File: config.mk
export PLATFORM = sky130hd
export DESIGN_NAME = fpu_top
export DESIGN_NICKNAME = d
export VERILOG_FILES = /design/src/logic/fpu_pkg.sv /design/src/logic/fpu_op_if.sv /design/src/logic/fpu_top.sv /design/src/logic/fpu_result_stage.sv /design/src/logic/fpu_move_unit.sv /design/src/logic/fpu_compare_unit.sv /design/src/logic/fpu_issue_decode.sv
export SDC_FILE = /design/constraint.sdc
export NUM_CORES = 1
export LEC_CHECK = 0
export CAP_MARGIN = 20
export CORE_MARGIN = 4
export CORE_UTILIZATION = 40
export DETAILED_ROUTE_END_ITERATION = 10
export DONT_BUFFER_PORTS = 1
export GPL_TIMING_DRIVEN = 0
export PLACE_DENSITY = 0.57
export SETUP_SLACK_MARGIN = 0.1
export SKIP_LAST_GASP = 1
export SYNTH_ARGS = -nofsm -noshare
export SYNTH_HDL_FRONTEND = slang
export SYNTH_SLANG_ARGS = --single-unit
File: constraint.sdc
create_clock -name core_clk -period 3.1 [get_ports core_clk]
set_clock_uncertainty 0.05 [all_clocks]
set_input_delay 0.62 -clock core_clk [delete_from_list [all_inputs] [get_ports core_clk]]
set_output_delay 0.62 -clock core_clk [all_outputs]
set_load 0.03 [all_outputs]
File: src/logic/fpu_pkg.sv
`default_nettype none

package fpu_pkg;

	//////////////////////////////
	// Widths and control word
	//////////////////////////////
	localparam int FLEN         = 32;
	localparam int CTRL_W       = 5;
	localparam int CTRL_MIS_BIT = 4;  // Compare unit select
	localparam int CTRL_MV_BIT  = 3;  // Move unit select
	localparam int CTRL_OP_LSB  = 0;
	localparam int CTRL_OP_W    = 3;

	// Compare unit op codes
	localparam int OP_FMIN   = 0;
	localparam int OP_FMAX   = 1;
	localparam int OP_FEQ    = 2;
	localparam int OP_FLT    = 3;
	localparam int OP_FLE    = 4;
	localparam int OP_FCLASS = 5;
	localparam int MIS_OPS   = 6;

	// Move unit op codes
	localparam int OP_FSGNJ  = 0;
	localparam int OP_FSGNJN = 1;
	localparam int OP_FSGNJX = 2;
	localparam int OP_FMV    = 3;
	localparam int MV_OPS    = 4;

	//////////////////////////////
	// Flags and classify mask
	//////////////////////////////
	localparam int FLAG_W  = 5;
	localparam int FLAG_NV = 4;  // Invalid
	localparam int FLAG_NX = 0;  // Inexact

	localparam int CLASS_W     = 10;
	localparam int CLS_NEG_INF = 0;
	localparam int CLS_NEG_NRM = 1;
	localparam int CLS_NEG_SUB = 2;
	localparam int CLS_NEG_ZER = 3;
	localparam int CLS_POS_ZER = 4;
	localparam int CLS_POS_SUB = 5;
	localparam int CLS_POS_NRM = 6;
	localparam int CLS_POS_INF = 7;
	localparam int CLS_SNAN    = 8;
	localparam int CLS_QNAN    = 9;

	localparam logic [FLEN-1:0] CANONICAL_NAN = 32'h7fc0_0000;

	// One single-precision word, raw or split into fields
	typedef union packed {
		logic [FLEN-1:0] raw;
		struct packed {
			logic        sign;
			logic [7:0]  exp;
			logic [22:0] man;
		} f;
	} fp_word_u;

endpackage

`default_nettype wire
File: src/logic/fpu_op_if.sv
`timescale 1ns/1ps
`default_nettype none

interface fpu_op_if
	import fpu_pkg::*;
#(
	parameter int OP_W = MIS_OPS  // One-hot op vector width
) ();

	logic            valid;
	logic [OP_W-1:0] op;
	fp_word_u        rs1;
	fp_word_u        rs2;

	modport issue (
		output valid,
		output op,
		output rs1,
		output rs2
	);

	modport exec (
		input valid,
		input op,
		input rs1,
		input rs2
	);

endinterface

`default_nettype wire

File: src/logic/fpu_top.sv
`timescale 1ns/1ps
`default_nettype none

module fpu_top
	import fpu_pkg::*;
(
	input  logic              core_clk,
	input  logic              core_reset_n,
	input  logic              i0_valid,
	input  logic              i0_stall,
	input  logic [CTRL_W-1:0] i0_ctrl,
	input  logic [FLEN-1:0]   i0_rs1,
	input  logic [FLEN-1:0]   i0_rs2,
	input  logic              i1_valid,
	input  logic              i1_stall,
	input  logic [CTRL_W-1:0] i1_ctrl,
	input  logic [FLEN-1:0]   i1_rs1,
	input  logic [FLEN-1:0]   i1_rs2,
	input  logic              lx_stall,
	output logic [FLEN-1:0]   mis_result,
	output logic [FLAG_W-1:0] mis_flags,
	output logic              mis_valid,
	output logic [FLEN-1:0]   mv_result,
	output logic              mv_valid,
	output logic              standby_ready
);

	logic              mis_unit_valid;
	logic [FLEN-1:0]   mis_unit_result;
	logic [FLAG_W-1:0] mis_unit_flags;
	logic              mv_unit_valid;
	logic [FLEN-1:0]   mv_unit_result;

	fpu_op_if #(.OP_W(MIS_OPS)) mis_op ();
	fpu_op_if #(.OP_W(MV_OPS))  mv_op ();

	//////////////////////////////
	// Decode into F1
	//////////////////////////////
	fpu_issue_decode u_issue_decode (
		.core_clk     (core_clk),
		.core_reset_n (core_reset_n),
		.i0_valid     (i0_valid),
		.i0_stall     (i0_stall),
		.i0_ctrl      (i0_ctrl),
		.i0_rs1       (i0_rs1),
		.i0_rs2       (i0_rs2),
		.i1_valid     (i1_valid),
		.i1_stall     (i1_stall),
		.i1_ctrl      (i1_ctrl),
		.i1_rs1       (i1_rs1),
		.i1_rs2       (i1_rs2),
		.lx_stall     (lx_stall),
		.mis_op       (mis_op.issue),
		.mv_op        (mv_op.issue)
	);

	//////////////////////////////
	// F1 execute and result
	//////////////////////////////
	fpu_compare_unit u_compare_unit (
		.op     (mis_op.exec),
		.valid  (mis_unit_valid),
		.result (mis_unit_result),
		.flags  (mis_unit_flags)
	);

	fpu_move_unit u_move_unit (
		.op     (mv_op.exec),
		.valid  (mv_unit_valid),
		.result (mv_unit_result)
	);

	fpu_result_stage u_result_stage (
		.core_clk      (core_clk),
		.core_reset_n  (core_reset_n),
		.lx_stall      (lx_stall),
		.mis_in_valid  (mis_unit_valid),
		.mis_in_result (mis_unit_result),
		.mis_in_flags  (mis_unit_flags),
		.mv_in_valid   (mv_unit_valid),
		.mv_in_result  (mv_unit_result),
		.mis_valid     (mis_valid),
		.mis_result    (mis_result),
		.mis_flags     (mis_flags),
		.mv_valid      (mv_valid),
		.mv_result     (mv_result),
		.standby_ready (standby_ready)
	);

endmodule

`default_nettype wire

File: src/logic/fpu_result_stage.sv
`timescale 1ns/1ps
`default_nettype none

module fpu_result_stage
	import fpu_pkg::*;
(
	input  logic              core_clk,
	input  logic              core_reset_n,
	input  logic              lx_stall,
	input  logic              mis_in_valid,
	input  logic [FLEN-1:0]   mis_in_result,
	input  logic [FLAG_W-1:0] mis_in_flags,
	input  logic              mv_in_valid,
	input  logic [FLEN-1:0]   mv_in_result,
	output logic              mis_valid,
	output logic [FLEN-1:0]   mis_result,
	output logic [FLAG_W-1:0] mis_flags,
	output logic              mv_valid,
	output logic [FLEN-1:0]   mv_result,
	output logic              standby_ready
);

	always_ff @(posedge core_clk or negedge core_reset_n) begin
		if (!core_reset_n) begin
			mis_valid  <= 1'b0;
			mis_result <= '0;
			mis_flags  <= '0;
			mv_valid   <= 1'b0;
			mv_result  <= '0;
		end else if (!lx_stall) begin  // Stall freezes the outputs
			mis_valid  <= mis_in_valid;
			mis_result <= mis_in_result;
			mis_flags  <= mis_in_flags;
			mv_valid   <= mv_in_valid;
			mv_result  <= mv_in_result;
		end
	end

	// Idle once F1 and this stage are both empty
	assign standby_ready = ~(mis_in_valid | mv_in_valid | mis_valid | mv_valid);

endmodule

`default_nettype wire

File: src/logic/fpu_move_unit.sv
`timescale 1ns/1ps
`default_nettype none

module fpu_move_unit
	import fpu_pkg::*;
(
	fpu_op_if.exec          op,
	output logic            valid,
	output logic [FLEN-1:0] result
);

	logic a_sign;
	logic b_sign;
	logic inject;
	logic new_sign;

	assign a_sign = op.rs1.raw[FLEN-1];
	assign b_sign = op.rs2.raw[FLEN-1];

	assign inject = op.op[OP_FSGNJ] | op.op[OP_FSGNJN] | op.op[OP_FSGNJX];

	assign new_sign = (op.op[OP_FSGNJ] & b_sign)
	                | (op.op[OP_FSGNJN] & ~b_sign)
	                | (op.op[OP_FSGNJX] & (a_sign ^ b_sign));

	// Magnitude always comes from rs1
	assign result = ({FLEN{inject}} & {new_sign, op.rs1.raw[FLEN-2:0]})
	              | ({FLEN{op.op[OP_FMV]}} & op.rs1.raw);

	assign valid = op.valid;

endmodule

`default_nettype wire

File: src/logic/fpu_compare_unit.sv
`timescale 1ns/1ps
`default_nettype none

module fpu_compare_unit
	import fpu_pkg::*;
(
	fpu_op_if.exec            op,
	output logic              valid,
	output logic [FLEN-1:0]   result,
	output logic [FLAG_W-1:0] flags
);

	fp_word_u           a;
	fp_word_u           b;
	logic               a_exp_max, a_exp_zero, a_man_zero;
	logic               b_exp_max, b_exp_zero, b_man_zero;
	logic               a_nan, b_nan, a_snan, b_snan;
	logic               a_zero, b_zero, a_inf, a_sub, a_norm;
	logic               both_zero, unordered;
	logic               mag_lt, mag_gt, lt, eq;
	logic               feq_res, flt_res, fle_res;
	logic               nv;
	logic [FLEN-1:0]    min_res;
	logic [FLEN-1:0]    max_res;
	logic [CLASS_W-1:0] cls_mask;

	assign a = op.rs1;
	assign b = op.rs2;

	//////////////////////////////
	// Field view: operand kinds
	//////////////////////////////
	assign a_exp_max  = (a.f.exp == 8'hff);
	assign a_exp_zero = (a.f.exp == 8'h00);
	assign a_man_zero = (a.f.man == 23'd0);
	assign b_exp_max  = (b.f.exp == 8'hff);
	assign b_exp_zero = (b.f.exp == 8'h00);
	assign b_man_zero = (b.f.man == 23'd0);

	assign a_nan  = a_exp_max & ~a_man_zero;
	assign b_nan  = b_exp_max & ~b_man_zero;
	assign a_snan = a_nan & ~a.f.man[22];  // Quiet bit clear
	assign b_snan = b_nan & ~b.f.man[22];
	assign a_zero = a_exp_zero & a_man_zero;
	assign b_zero = b_exp_zero & b_man_zero;
	assign a_inf  = a_exp_max & a_man_zero;
	assign a_sub  = a_exp_zero & ~a_man_zero;
	assign a_norm = ~a_exp_zero & ~a_exp_max;

	assign both_zero = a_zero & b_zero;
	assign unordered = a_nan | b_nan;

	//////////////////////////////
	// Raw view: ordering
	//////////////////////////////
	assign mag_lt = a.raw[FLEN-2:0] < b.raw[FLEN-2:0];
	assign mag_gt = a.raw[FLEN-2:0] > b.raw[FLEN-2:0];
	assign eq     = both_zero | (a.raw == b.raw);  // +0 == -0
	assign lt     = ~both_zero & ((a.raw[FLEN-1] != b.raw[FLEN-1]) ? a.raw[FLEN-1] :
	                              (a.raw[FLEN-1] ? mag_gt : mag_lt));

	assign feq_res = eq & ~unordered;
	assign flt_res = lt & ~unordered;
	assign fle_res = (lt | eq) & ~unordered;

	always_comb begin
		if (a_nan && b_nan) begin
			min_res = CANONICAL_NAN;
			max_res = CANONICAL_NAN;
		end else if (a_nan) begin
			min_res = b.raw;
			max_res = b.raw;
		end else if (b_nan) begin
			min_res = a.raw;
			max_res = a.raw;
		end else if (both_zero) begin
			min_res = a.f.sign ? a.raw : b.raw;  // -0 below +0
			max_res = a.f.sign ? b.raw : a.raw;
		end else begin
			min_res = lt ? a.raw : b.raw;
			max_res = lt ? b.raw : a.raw;
		end
	end

	always_comb begin
		cls_mask              = '0;
		cls_mask[CLS_NEG_INF] = a.f.sign & a_inf;
		cls_mask[CLS_NEG_NRM] = a.f.sign & a_norm;
		cls_mask[CLS_NEG_SUB] = a.f.sign & a_sub;
		cls_mask[CLS_NEG_ZER] = a.f.sign & a_zero;
		cls_mask[CLS_POS_ZER] = ~a.f.sign & a_zero;
		cls_mask[CLS_POS_SUB] = ~a.f.sign & a_sub;
		cls_mask[CLS_POS_NRM] = ~a.f.sign & a_norm;
		cls_mask[CLS_POS_INF] = ~a.f.sign & a_inf;
		cls_mask[CLS_SNAN]    = a_snan;
		cls_mask[CLS_QNAN]    = a_nan & ~a_snan;
	end

	// feq is quiet, flt and fle signal on any NaN
	assign nv = ((op.op[OP_FMIN] | op.op[OP_FMAX] | op.op[OP_FEQ]) & (a_snan | b_snan))
	          | ((op.op[OP_FLT] | op.op[OP_FLE]) & unordered);

	always_comb begin
		flags          = '0;
		flags[FLAG_NV] = nv;
		flags[FLAG_NX] = 1'b0;  // No op here rounds
	end

	assign result = ({FLEN{op.op[OP_FMIN]}} & min_res)
	              | ({FLEN{op.op[OP_FMAX]}} & max_res)
	              | {{(FLEN-1){1'b0}}, (op.op[OP_FEQ] & feq_res) | (op.op[OP_FLT] & flt_res)
	                                   | (op.op[OP_FLE] & fle_res)}
	              | ({FLEN{op.op[OP_FCLASS]}} & {{(FLEN-CLASS_W){1'b0}}, cls_mask});

	assign valid = op.valid;

endmodule

`default_nettype wire

File: src/logic/fpu_issue_decode.sv
`timescale 1ns/1ps
`default_nettype none

module fpu_issue_decode
	import fpu_pkg::*;
(
	input  logic              core_clk,
	input  logic              core_reset_n,
	input  logic              i0_valid,
	input  logic              i0_stall,
	input  logic [CTRL_W-1:0] i0_ctrl,
	input  logic [FLEN-1:0]   i0_rs1,
	input  logic [FLEN-1:0]   i0_rs2,
	input  logic              i1_valid,
	input  logic              i1_stall,
	input  logic [CTRL_W-1:0] i1_ctrl,
	input  logic [FLEN-1:0]   i1_rs1,
	input  logic [FLEN-1:0]   i1_rs2,
	input  logic              lx_stall,
	fpu_op_if.issue           mis_op,
	fpu_op_if.issue           mv_op
);

	logic                 i0_mis_req;
	logic                 i1_mis_req;
	logic                 i0_mv_req;
	logic                 i1_mv_req;
	logic                 mis_issue;
	logic                 mv_issue;
	logic [CTRL_W-1:0]    mis_ctrl;
	logic [CTRL_W-1:0]    mv_ctrl;
	logic [CTRL_OP_W-1:0] mis_code;
	logic [CTRL_OP_W-1:0] mv_code;
	logic [MIS_OPS-1:0]   mis_onehot;
	logic [MV_OPS-1:0]    mv_onehot;

	//////////////////////////////
	// F0 slot selection
	//////////////////////////////
	assign i0_mis_req = i0_valid & ~i0_stall & i0_ctrl[CTRL_MIS_BIT];
	assign i1_mis_req = i1_valid & ~i1_stall & i1_ctrl[CTRL_MIS_BIT];
	assign i0_mv_req  = i0_valid & ~i0_stall & i0_ctrl[CTRL_MV_BIT];
	assign i1_mv_req  = i1_valid & ~i1_stall & i1_ctrl[CTRL_MV_BIT];

	assign mis_issue = i0_mis_req | i1_mis_req;
	assign mv_issue  = i0_mv_req | i1_mv_req;

	assign mis_ctrl = i0_mis_req ? i0_ctrl : i1_ctrl;  // Slot 0 wins a collision
	assign mv_ctrl  = i0_mv_req ? i0_ctrl : i1_ctrl;

	assign mis_code = mis_ctrl[CTRL_OP_LSB +: CTRL_OP_W];
	assign mv_code  = mv_ctrl[CTRL_OP_LSB +: CTRL_OP_W];

	// Codes past the last op give no bit
	assign mis_onehot = (mis_code < MIS_OPS) ? ({{(MIS_OPS-1){1'b0}}, 1'b1} << mis_code) : '0;
	assign mv_onehot  = (mv_code < MV_OPS) ? ({{(MV_OPS-1){1'b0}}, 1'b1} << mv_code) : '0;

	//////////////////////////////
	// F1 registers
	//////////////////////////////
	always_ff @(posedge core_clk or negedge core_reset_n) begin
		if (!core_reset_n) begin
			mis_op.valid <= 1'b0;
			mv_op.valid  <= 1'b0;
		end else if (!lx_stall) begin
			mis_op.valid <= mis_issue;
			mv_op.valid  <= mv_issue;
		end
	end

	always_ff @(posedge core_clk or negedge core_reset_n) begin
		if (!core_reset_n) begin
			mis_op.op <= '0;
			mv_op.op  <= '0;
		end else if (!lx_stall) begin
			if (mis_issue)
				mis_op.op <= mis_onehot;
			if (mv_issue)
				mv_op.op <= mv_onehot;
		end
	end

	always_ff @(posedge core_clk) begin
		if (!lx_stall && mis_issue) begin
			mis_op.rs1 <= i0_mis_req ? i0_rs1 : i1_rs1;
			mis_op.rs2 <= i0_mis_req ? i0_rs2 : i1_rs2;
		end
		if (!lx_stall && mv_issue) begin
			mv_op.rs1 <= i0_mv_req ? i0_rs1 : i1_rs1;
			mv_op.rs2 <= i0_mv_req ? i0_rs2 : i1_rs2;
		end
	end

endmodule

`default_nettype wire

==> results of run 1 <==
## worst max-delay path: cells and delay by family (launching register included)
family / cells / cell delay [ns]
AO/OA/AOI/OAI: 5 / 1.27
buffers and inverters: 4 / 0.72
flip-flops: 1 / 0.47
adder cells (fa/ha/maj): 1 / 0.28
AND/OR/NAND/NOR: 1 / 0.11
## kinds of logic after synthesis
family,Yosys count
compound gates,223
fa+ha+maj,33
buf+inv,100
flops,176
mux,101
other cells,1
simple gates,187
## repair_timing
action | in CTS | in global routing
hold buffers | 1 | 0
buffers inserted | 35 | 21
pin swaps | 21 | 21
setup endpoints to repair | 31 | 63
cloned | 2 | 0
gates resized for setup | 49 | 54
hold endpoints to repair | 79 | 0
## power groups by stage
| stage | clock network, mW | logic (mW) | registers [mW] |
|---|---|---|---|
| after floorplan | 0 | 0.561 | 3.08 |
| after global placement | 0 | 0.720 | 3.17 |
| after CTS | 2.17 | 0.880 | 3.11 |
| final | 2.14 | 0.960 | 3.11 |
| after global routing | 2.28 | 1.05 | 3.13 |
| after detailed placement | 0 | 0.743 | 3.17 |
## synthesized netlist by cell type, types with 3 or more instances
cell      instances  area [µm²]
mux2_2           99        1110
edfxtp_1         97        2910
dfrtp_1          79        1980
nand2_1          69         259
inv_1            50         188
a21oi_1          45         225
clkbuf_1         36         135
a22o_1           35         307
a22oi_1          35         263
ha_1             33         413
nor2_1           33         124
o21ai_0          28         140
nand4_1          19         119
nor4_1           19         119
nand3_1          14        70.1
o211ai_1         11        82.6
a31oi_1          10        62.6
nor3_1           10        50.1
o31ai_1           8        60.1
o311ai_0          7        61.3
o311ai_1          7        61.3
o221ai_1          6        52.6
buf_1             5        18.8
buf_4             5        37.5
nor2b_1           5        31.3
nor3b_1           5        37.5
a211oi_1          4        30.0
o21ai_1           4        20.0
buf_2             3        15.0
o211ai_2          3        37.5
or3_1             3        18.8
## layout make-up
cell class              count  area [µm²]
fillers                  2084       11500
well taps                 313         392
clock buffers              18         439
plain buffers              50         244
multi-input cells         549        4520
flip-flops and latches    176        4890
repair buffers             61         566
clock inverters            14         145
inverters                  50         191
## routing by layer
metal	vias to the layer above	wire, µm	GRT usage
li1	3323	-	-
met1	3612	12100	0.286
met2	352	13700	0.351
met3	57	2760	0.0709
met4	0	755	0.0679
met5	-	0	0
## cells in the final DEF (no fill, tap or decap), drive strengths merged, types with 20 or more instances in the layout
cell type	instances
mux2	99
edfxtp	97
dfrtp	79
buf	76
nand2	69
inv	55
clkbuf	53
a21oi	45
a22o	35
a22oi	35
nor2	33
ha	33
o21ai	32
nand4	20
nor4	20
## registers in the layout, summed over array words and instances (netlist names)
| signal | count |
|---|---|
| u_result_stage.mis_flags | 1 |
| u_result_stage.mv_valid | 1 |
| u_result_stage.mis_valid | 1 |
| u_issue_decode.mv_op.rs2 | 1 |
| u_issue_decode.mis_op.op | 6 |
| u_issue_decode.mis_op.rs1 | 32 |
| u_issue_decode.mv_op.valid | 1 |
| u_issue_decode.mis_op.valid | 1 |
| u_issue_decode.mv_op.op | 4 |
| u_issue_decode.mis_op.rs2 | 32 |
| u_result_stage.mis_result | 32 |
| u_result_stage.mv_result | 32 |
| u_issue_decode.mv_op.rs1 | 32 |
## per-stage QoR
stage               hold slack [ns]  total power [mW]
floorplan                     0.274              3.64
global placement              0.277              3.89
detailed placement            0.277              3.91
CTS                          0.0504              6.17
global route                 0.0585              6.47
finish                       0.0370              6.21
## worst paths after layout
kind                                                from                           end  cells past startpoint
max in group asynchronous                   core_reset_n   u_result_stage.mv_result[5]                      1
max reg2reg                u_issue_decode.mis_op.rs1[26]  u_result_stage.mis_result[7]                     11
min reg2reg                  u_issue_decode.mv_op.rs1[3]   u_result_stage.mv_result[3]                      1
min in group core_clk                          i0_rs1[8]   u_issue_decode.mv_op.rs1[8]                      1
min                                         core_reset_n  u_result_stage.mv_result[24]                      1
max                        u_issue_decode.mis_op.rs1[26]  u_result_stage.mis_result[7]                     11
==> results_dict.tcl, run 1 <==
set metrics [dict create \
    status "finished, final reports clean" \
    cp_max_fo 10 \
    num_vias 7344 \
    setup_ws_ns 0.0662 \
    post-place-ws_ns -0.531 \
    cpMostUsedCell "buf_4" \
    clk_pin_slew_ns 0.08 \
    place_hpwl_um 20600 \
    place_inst 1140 \
    cts_root_buf "clkbuf_16" \
    relSlewSlack 0.365 \
    p_leak_nw 4.44 \
    globalplace.congestion 0.901 \
    seqPwrFrac 0.501 \
    cp-start-kind "flip-flop" \
    syn_area_mm2 0.00936 \
    port_buffers 0 \
    synth_top_family_by_area "compound AO/OA/AOI/OAI gates" \
    ys.warnings.count 0 \
    netSwitchingPower_mw 2.00 \
    n_antenna_cell 0 \
    ir_drop_mv 0.376 \
    worst_pin_slew_ns 0.952 \
    utilization 0.498 \
    setup_violations 0 \
    synth_edf_count 97 \
    finalCritPeriodShare 0.979 \
    synth_fa_ha_area_frac 0.0441 \
    rows 55 \
    numCtsBuffers 17 \
    final_nets 1083 \
    layoutNonFillerInstCount 1231 \
    placed_cell_area_mm2 0.00981 \
    hold_class "in -> async" \
    coreArea_mm2 0.0228 \
    firstDrtPassIters 5 \
    gr-usage-all-layers 0.219 \
    max_freq_mhz 330 \
    syn2layout_area_growth_pct 21.6 \
    die_width_um 161 \
    cp_slowest_cell "edfxtp_1" \
    ys_ff_latch 176 \
    maxSlewViolCount 0 \
    cts_tree "done" \
    internal_power_mw 4.21 \
    initial_core_util 0.410 \
    clk_path_buf_depth 2 \
    synth_compound_area_frac 0.171 \
    synth-xor-area-share 0 \
    grt_setup_unrepaired "yes" \
    clkLatencyLatePin_ns 0.43 \
    avgSynthCellArea_um2 11.4 \
    drt-total-wl_um 29300 \
    drtIter0Drc 803 \
    slowest_delay_ns 0.47 \
    io_pins 217 \
    synth.area.mux_share 0.121 \
    synth_flop_cell "edfxtp_1" \
    die_h_um 161 \
    route.detailed.wl_per_inst_um 23.8 \
    synth-simple-area-share 0.0977 \
    hold_viol 0 \
    fin_area_mm2 0.0114 \
    ys_async_sr_fraction 0.449 \
    timing.setup.tns_ns 0 \
    p_per_area_mw_per_mm2 546 \
    worstSetupPathType "reg -> reg" \
    synth_cell_types 58 \
    grt_pass1_vias 7192 \
    grt_start_max_net_pins 80 \
    clkPwrFrac 0.345 \
    drc 0 \
    syn-instance-count 821 \
    final.min_clock_period_ns 3.03 \
    grt-ovfl-total 0 \
    grt_pass1_wl_um 43300 \
    drive_gt1_frac 0.294 \
    cp.arrival_ns 3.29 \
    antenna_left 0 \
    cts_sinks 176 \
    crit_chain "ha_4, buf_4, buf_4, a211oi_4, o211ai_4, buf_4, o211ai_4, clkbuf_4, nand4_1, o21ai_0, o221ai_2" \
    dieArea_mm2 0.0259 \
    p_sw_frac 0.322 \
    antenna_found_initial 0 \
    rrSetupSlack_ns 0.07 \
    p_comb_frac 0.155 \
    cts_htree_levels 4 \
    maxCapViolCount 0 \
    drt-vias-per-instance 5.97 \
    required_ns 3.36 \
    worstSetupEndpointType "flip-flop" \
    seq_area_frac_synth 0.522 \
]
Power figures use the tool's default switching activity.
==> run 2, diff against run 1 <==
- CTS_CLUSTER_DIAMETER: not set -> 150
- PLACE_DENSITY: 0.57 -> 0.59
- clock period: 3.1 -> 2.5 ns (I/O delays scaled with it)
==> run 2 against run 1 <==
The run now ends with setup timing left; power increased by 25%; sequential share of layout area decreased by 1.2 points; first-iteration DRC count increased by 10%; clock-buffer cell count unchanged; largest cell class unchanged; combinational power increased by 29%; sequential power increased by 24%; flip-flop and latch count unchanged; core utilization increased by 1.5 points.
==> results_dict.tcl, run 2 (same netlist as run 1, synthesis figures left out) <==
set metrics [dict create \
    setup_violations 31 \
    crit_chain "inv_1, ha_1, nand2_1, o21ai_2, a221oi_2, buf_4, o211ai_4, or4_4, a21boi_4, buf_6, buf_12, nor3_4, buf_12, o211ai_1" \
    clk_path_buf_depth 2 \
    p_leak_nw 4.61 \
    numCtsBuffers 17 \
    slowest_delay_ns 0.52 \
    status "complete, but fails checks" \
    internal_power_mw 5.25 \
    worst_pin_slew_ns 0.864 \
    die_h_um 161 \
    netSwitchingPower_mw 2.55 \
    mostFrequentLayoutCell "mux2_2" \
    port_buffers 0 \
    grt_pass1_wl_um 44100 \
    total_power_mw 7.80 \
    initial_core_util 0.410 \
    final_cell_mix "mux2_2, edfxtp_1, dfrtp_1" \
    hold_class "in -> reg" \
    firstDrtPassIters 5 \
    cts_root_buf "clkbuf_16" \
    place_hpwl_um 20900 \
    grt-ovfl-total 0 \
    cpMostUsedCell "buf_12" \
    cp.arrival_ns 3.35 \
    cts_htree_levels 4 \
    drc 0 \
    drt-total-wl_um 29700 \
    antenna_found_initial 1 \
    use_met2 0.349 \
    required_ns 2.80 \
    finalCritPeriodShare 1.22 \
    antenna_left 0 \
    p_sw_frac 0.326 \
    grt_use_met3 0.0694 \
    drive_gt1_frac 0.338 \
    violations "setup timing" \
    grt_start_max_net_pins 80 \
    cp-start-kind "flip-flop" \
    max_freq_mhz 328 \
    clkLatencyLatePin_ns 0.45 \
    relSlewSlack 0.424 \
    cp_num_buf_inv 5 \
    clkPwrFrac 0.346 \
    ir_drop_mv 0.417 \
    num_vias 7451 \
    worstSetupEndpointType "flip-flop" \
    coreArea_mm2 0.0228 \
    globalplace.congestion 0.909 \
    hold_viol 0 \
    use_met1 0.299 \
    n_antenna_cell 0 \
    route.detailed.wl_per_inst_um 23.7 \
    cts_sinks 176 \
    maxSlewViolCount 0 \
    p_comb_frac 0.159 \
    p_per_area_mw_per_mm2 665 \
    fin_hold_ws_ns 0.218 \
    gr-max-usage-layer "met2" \
    setup_ws_ns -0.552 \
    rows 55 \
    grt_setup_unrepaired "yes" \
    syn2layout_area_growth_pct 25.2 \
    grt_pass1_vias 7291 \
    drtIter0Drc 884 \
    worstSetupPathType "reg -> reg" \
    drt-vias-per-instance 5.95 \
    dieArea_mm2 0.0259 \
    seqPwrFrac 0.495 \
    io_pins 217 \
    final.min_clock_period_ns 3.05 \
    cp_max_fo 8 \
    cts_tree "done" \
    maxCapViolCount 0 \
    cp_slowest_cell "or4_4" \
    crit_family "compound AO/OA/AOI/OAI gates" \
    gr-usage-all-layers 0.223 \
    final_nets 1105 \
    clk_pin_slew_ns 0.08 \
    die_width_um 161 \
]
[run 2: cell count changes in the layout (fill, tap and decap cells not counted), moves of 4 or more]
cell      delta
ha_1         -5
nor4_2       +5
clkbuf_1     -4
inv_1        -8
ha_4         +5
buf_4       +15
nor4_1       -6
clkbuf_2     +5
buf_6        +4
inv_2        +8
[run 2: metrics by stage]
step | instances | util | setup TNS [ns] | cell area [µm²] | setup slack (ns)
finish | 1253 | 0.513 | -15.21 | 11700 | -0.552
global route | 1253 | 0.513 | -18.48 | 11700 | -0.643
global placement | 1137 | 0.431 | -97.11 | 9850 | -0.936
CTS | 1215 | 0.487 | -13.15 | 11100 | -0.457
detailed placement | 1141 | 0.433 | -40.64 | 9900 | -0.927
floorplan | 824 | - | -3.71 | 9450 | -0.174
[run 2: worst paths after layout]
kind | start | to | slack (ns) | depth (start not counted)
max | u_issue_decode.mis_op.rs2[17] | u_result_stage.mis_result[28] | -0.55 | 14
min | i0_rs1[20] | u_issue_decode.mv_op.rs1[20] | 0.22 | 1
max reg2reg | u_issue_decode.mis_op.rs2[17] | u_result_stage.mis_result[28] | -0.55 | 14
min reg2reg | u_issue_decode.mv_op.rs1[27] | u_result_stage.mv_result[27] | 0.41 | 1
max in group asynchronous | core_reset_n | u_result_stage.mis_result[3] | 1.42 | 2
min in group asynchronous | core_reset_n | u_result_stage.mv_result[23] | 0.61 | 2
[run 2: power by group through the flow]
stage | Clock, mW | Combinational (mW) | Sequential [mW]
floorplan | 0 | 0.708 | 3.82
global placement | 0 | 0.909 | 3.93
detailed placement | 0 | 0.933 | 3.93
CTS | 2.73 | 1.11 | 3.86
global route | 2.85 | 1.35 | 3.89
finish | 2.70 | 1.24 | 3.86
[run 2: routing by layer]
layer | vias to the layer above | wire [µm]
met3 | 50 | 2510
met2 | 342 | 13700
met1 | 3686 | 12800
li1 | 3371 | -
met4 | 2 | 762
met5 | - | 13
[run 2: what timing repair did]
item / in CTS / in global routing
gates cloned: 1 / 1
resized for setup: 60 / 74
hold buffers: 2 / 0
buffers inserted: 39 / 37
endpoints found under the hold margin: 79 / 0
endpoints found under the setup margin: 33 / 34
pin swaps: 34 / 28
[run 2: layout make-up]
type	instances	area [µm²]
Multi-Input combinational cell	549	4620
Timing Repair Buffer	83	761
Fill cell	2058	11100
Inverter	50	191
Buffer	50	278
Clock buffer	18	429
Tap cell	313	392
Sequential cell	176	4890
Clock inverter	14	166
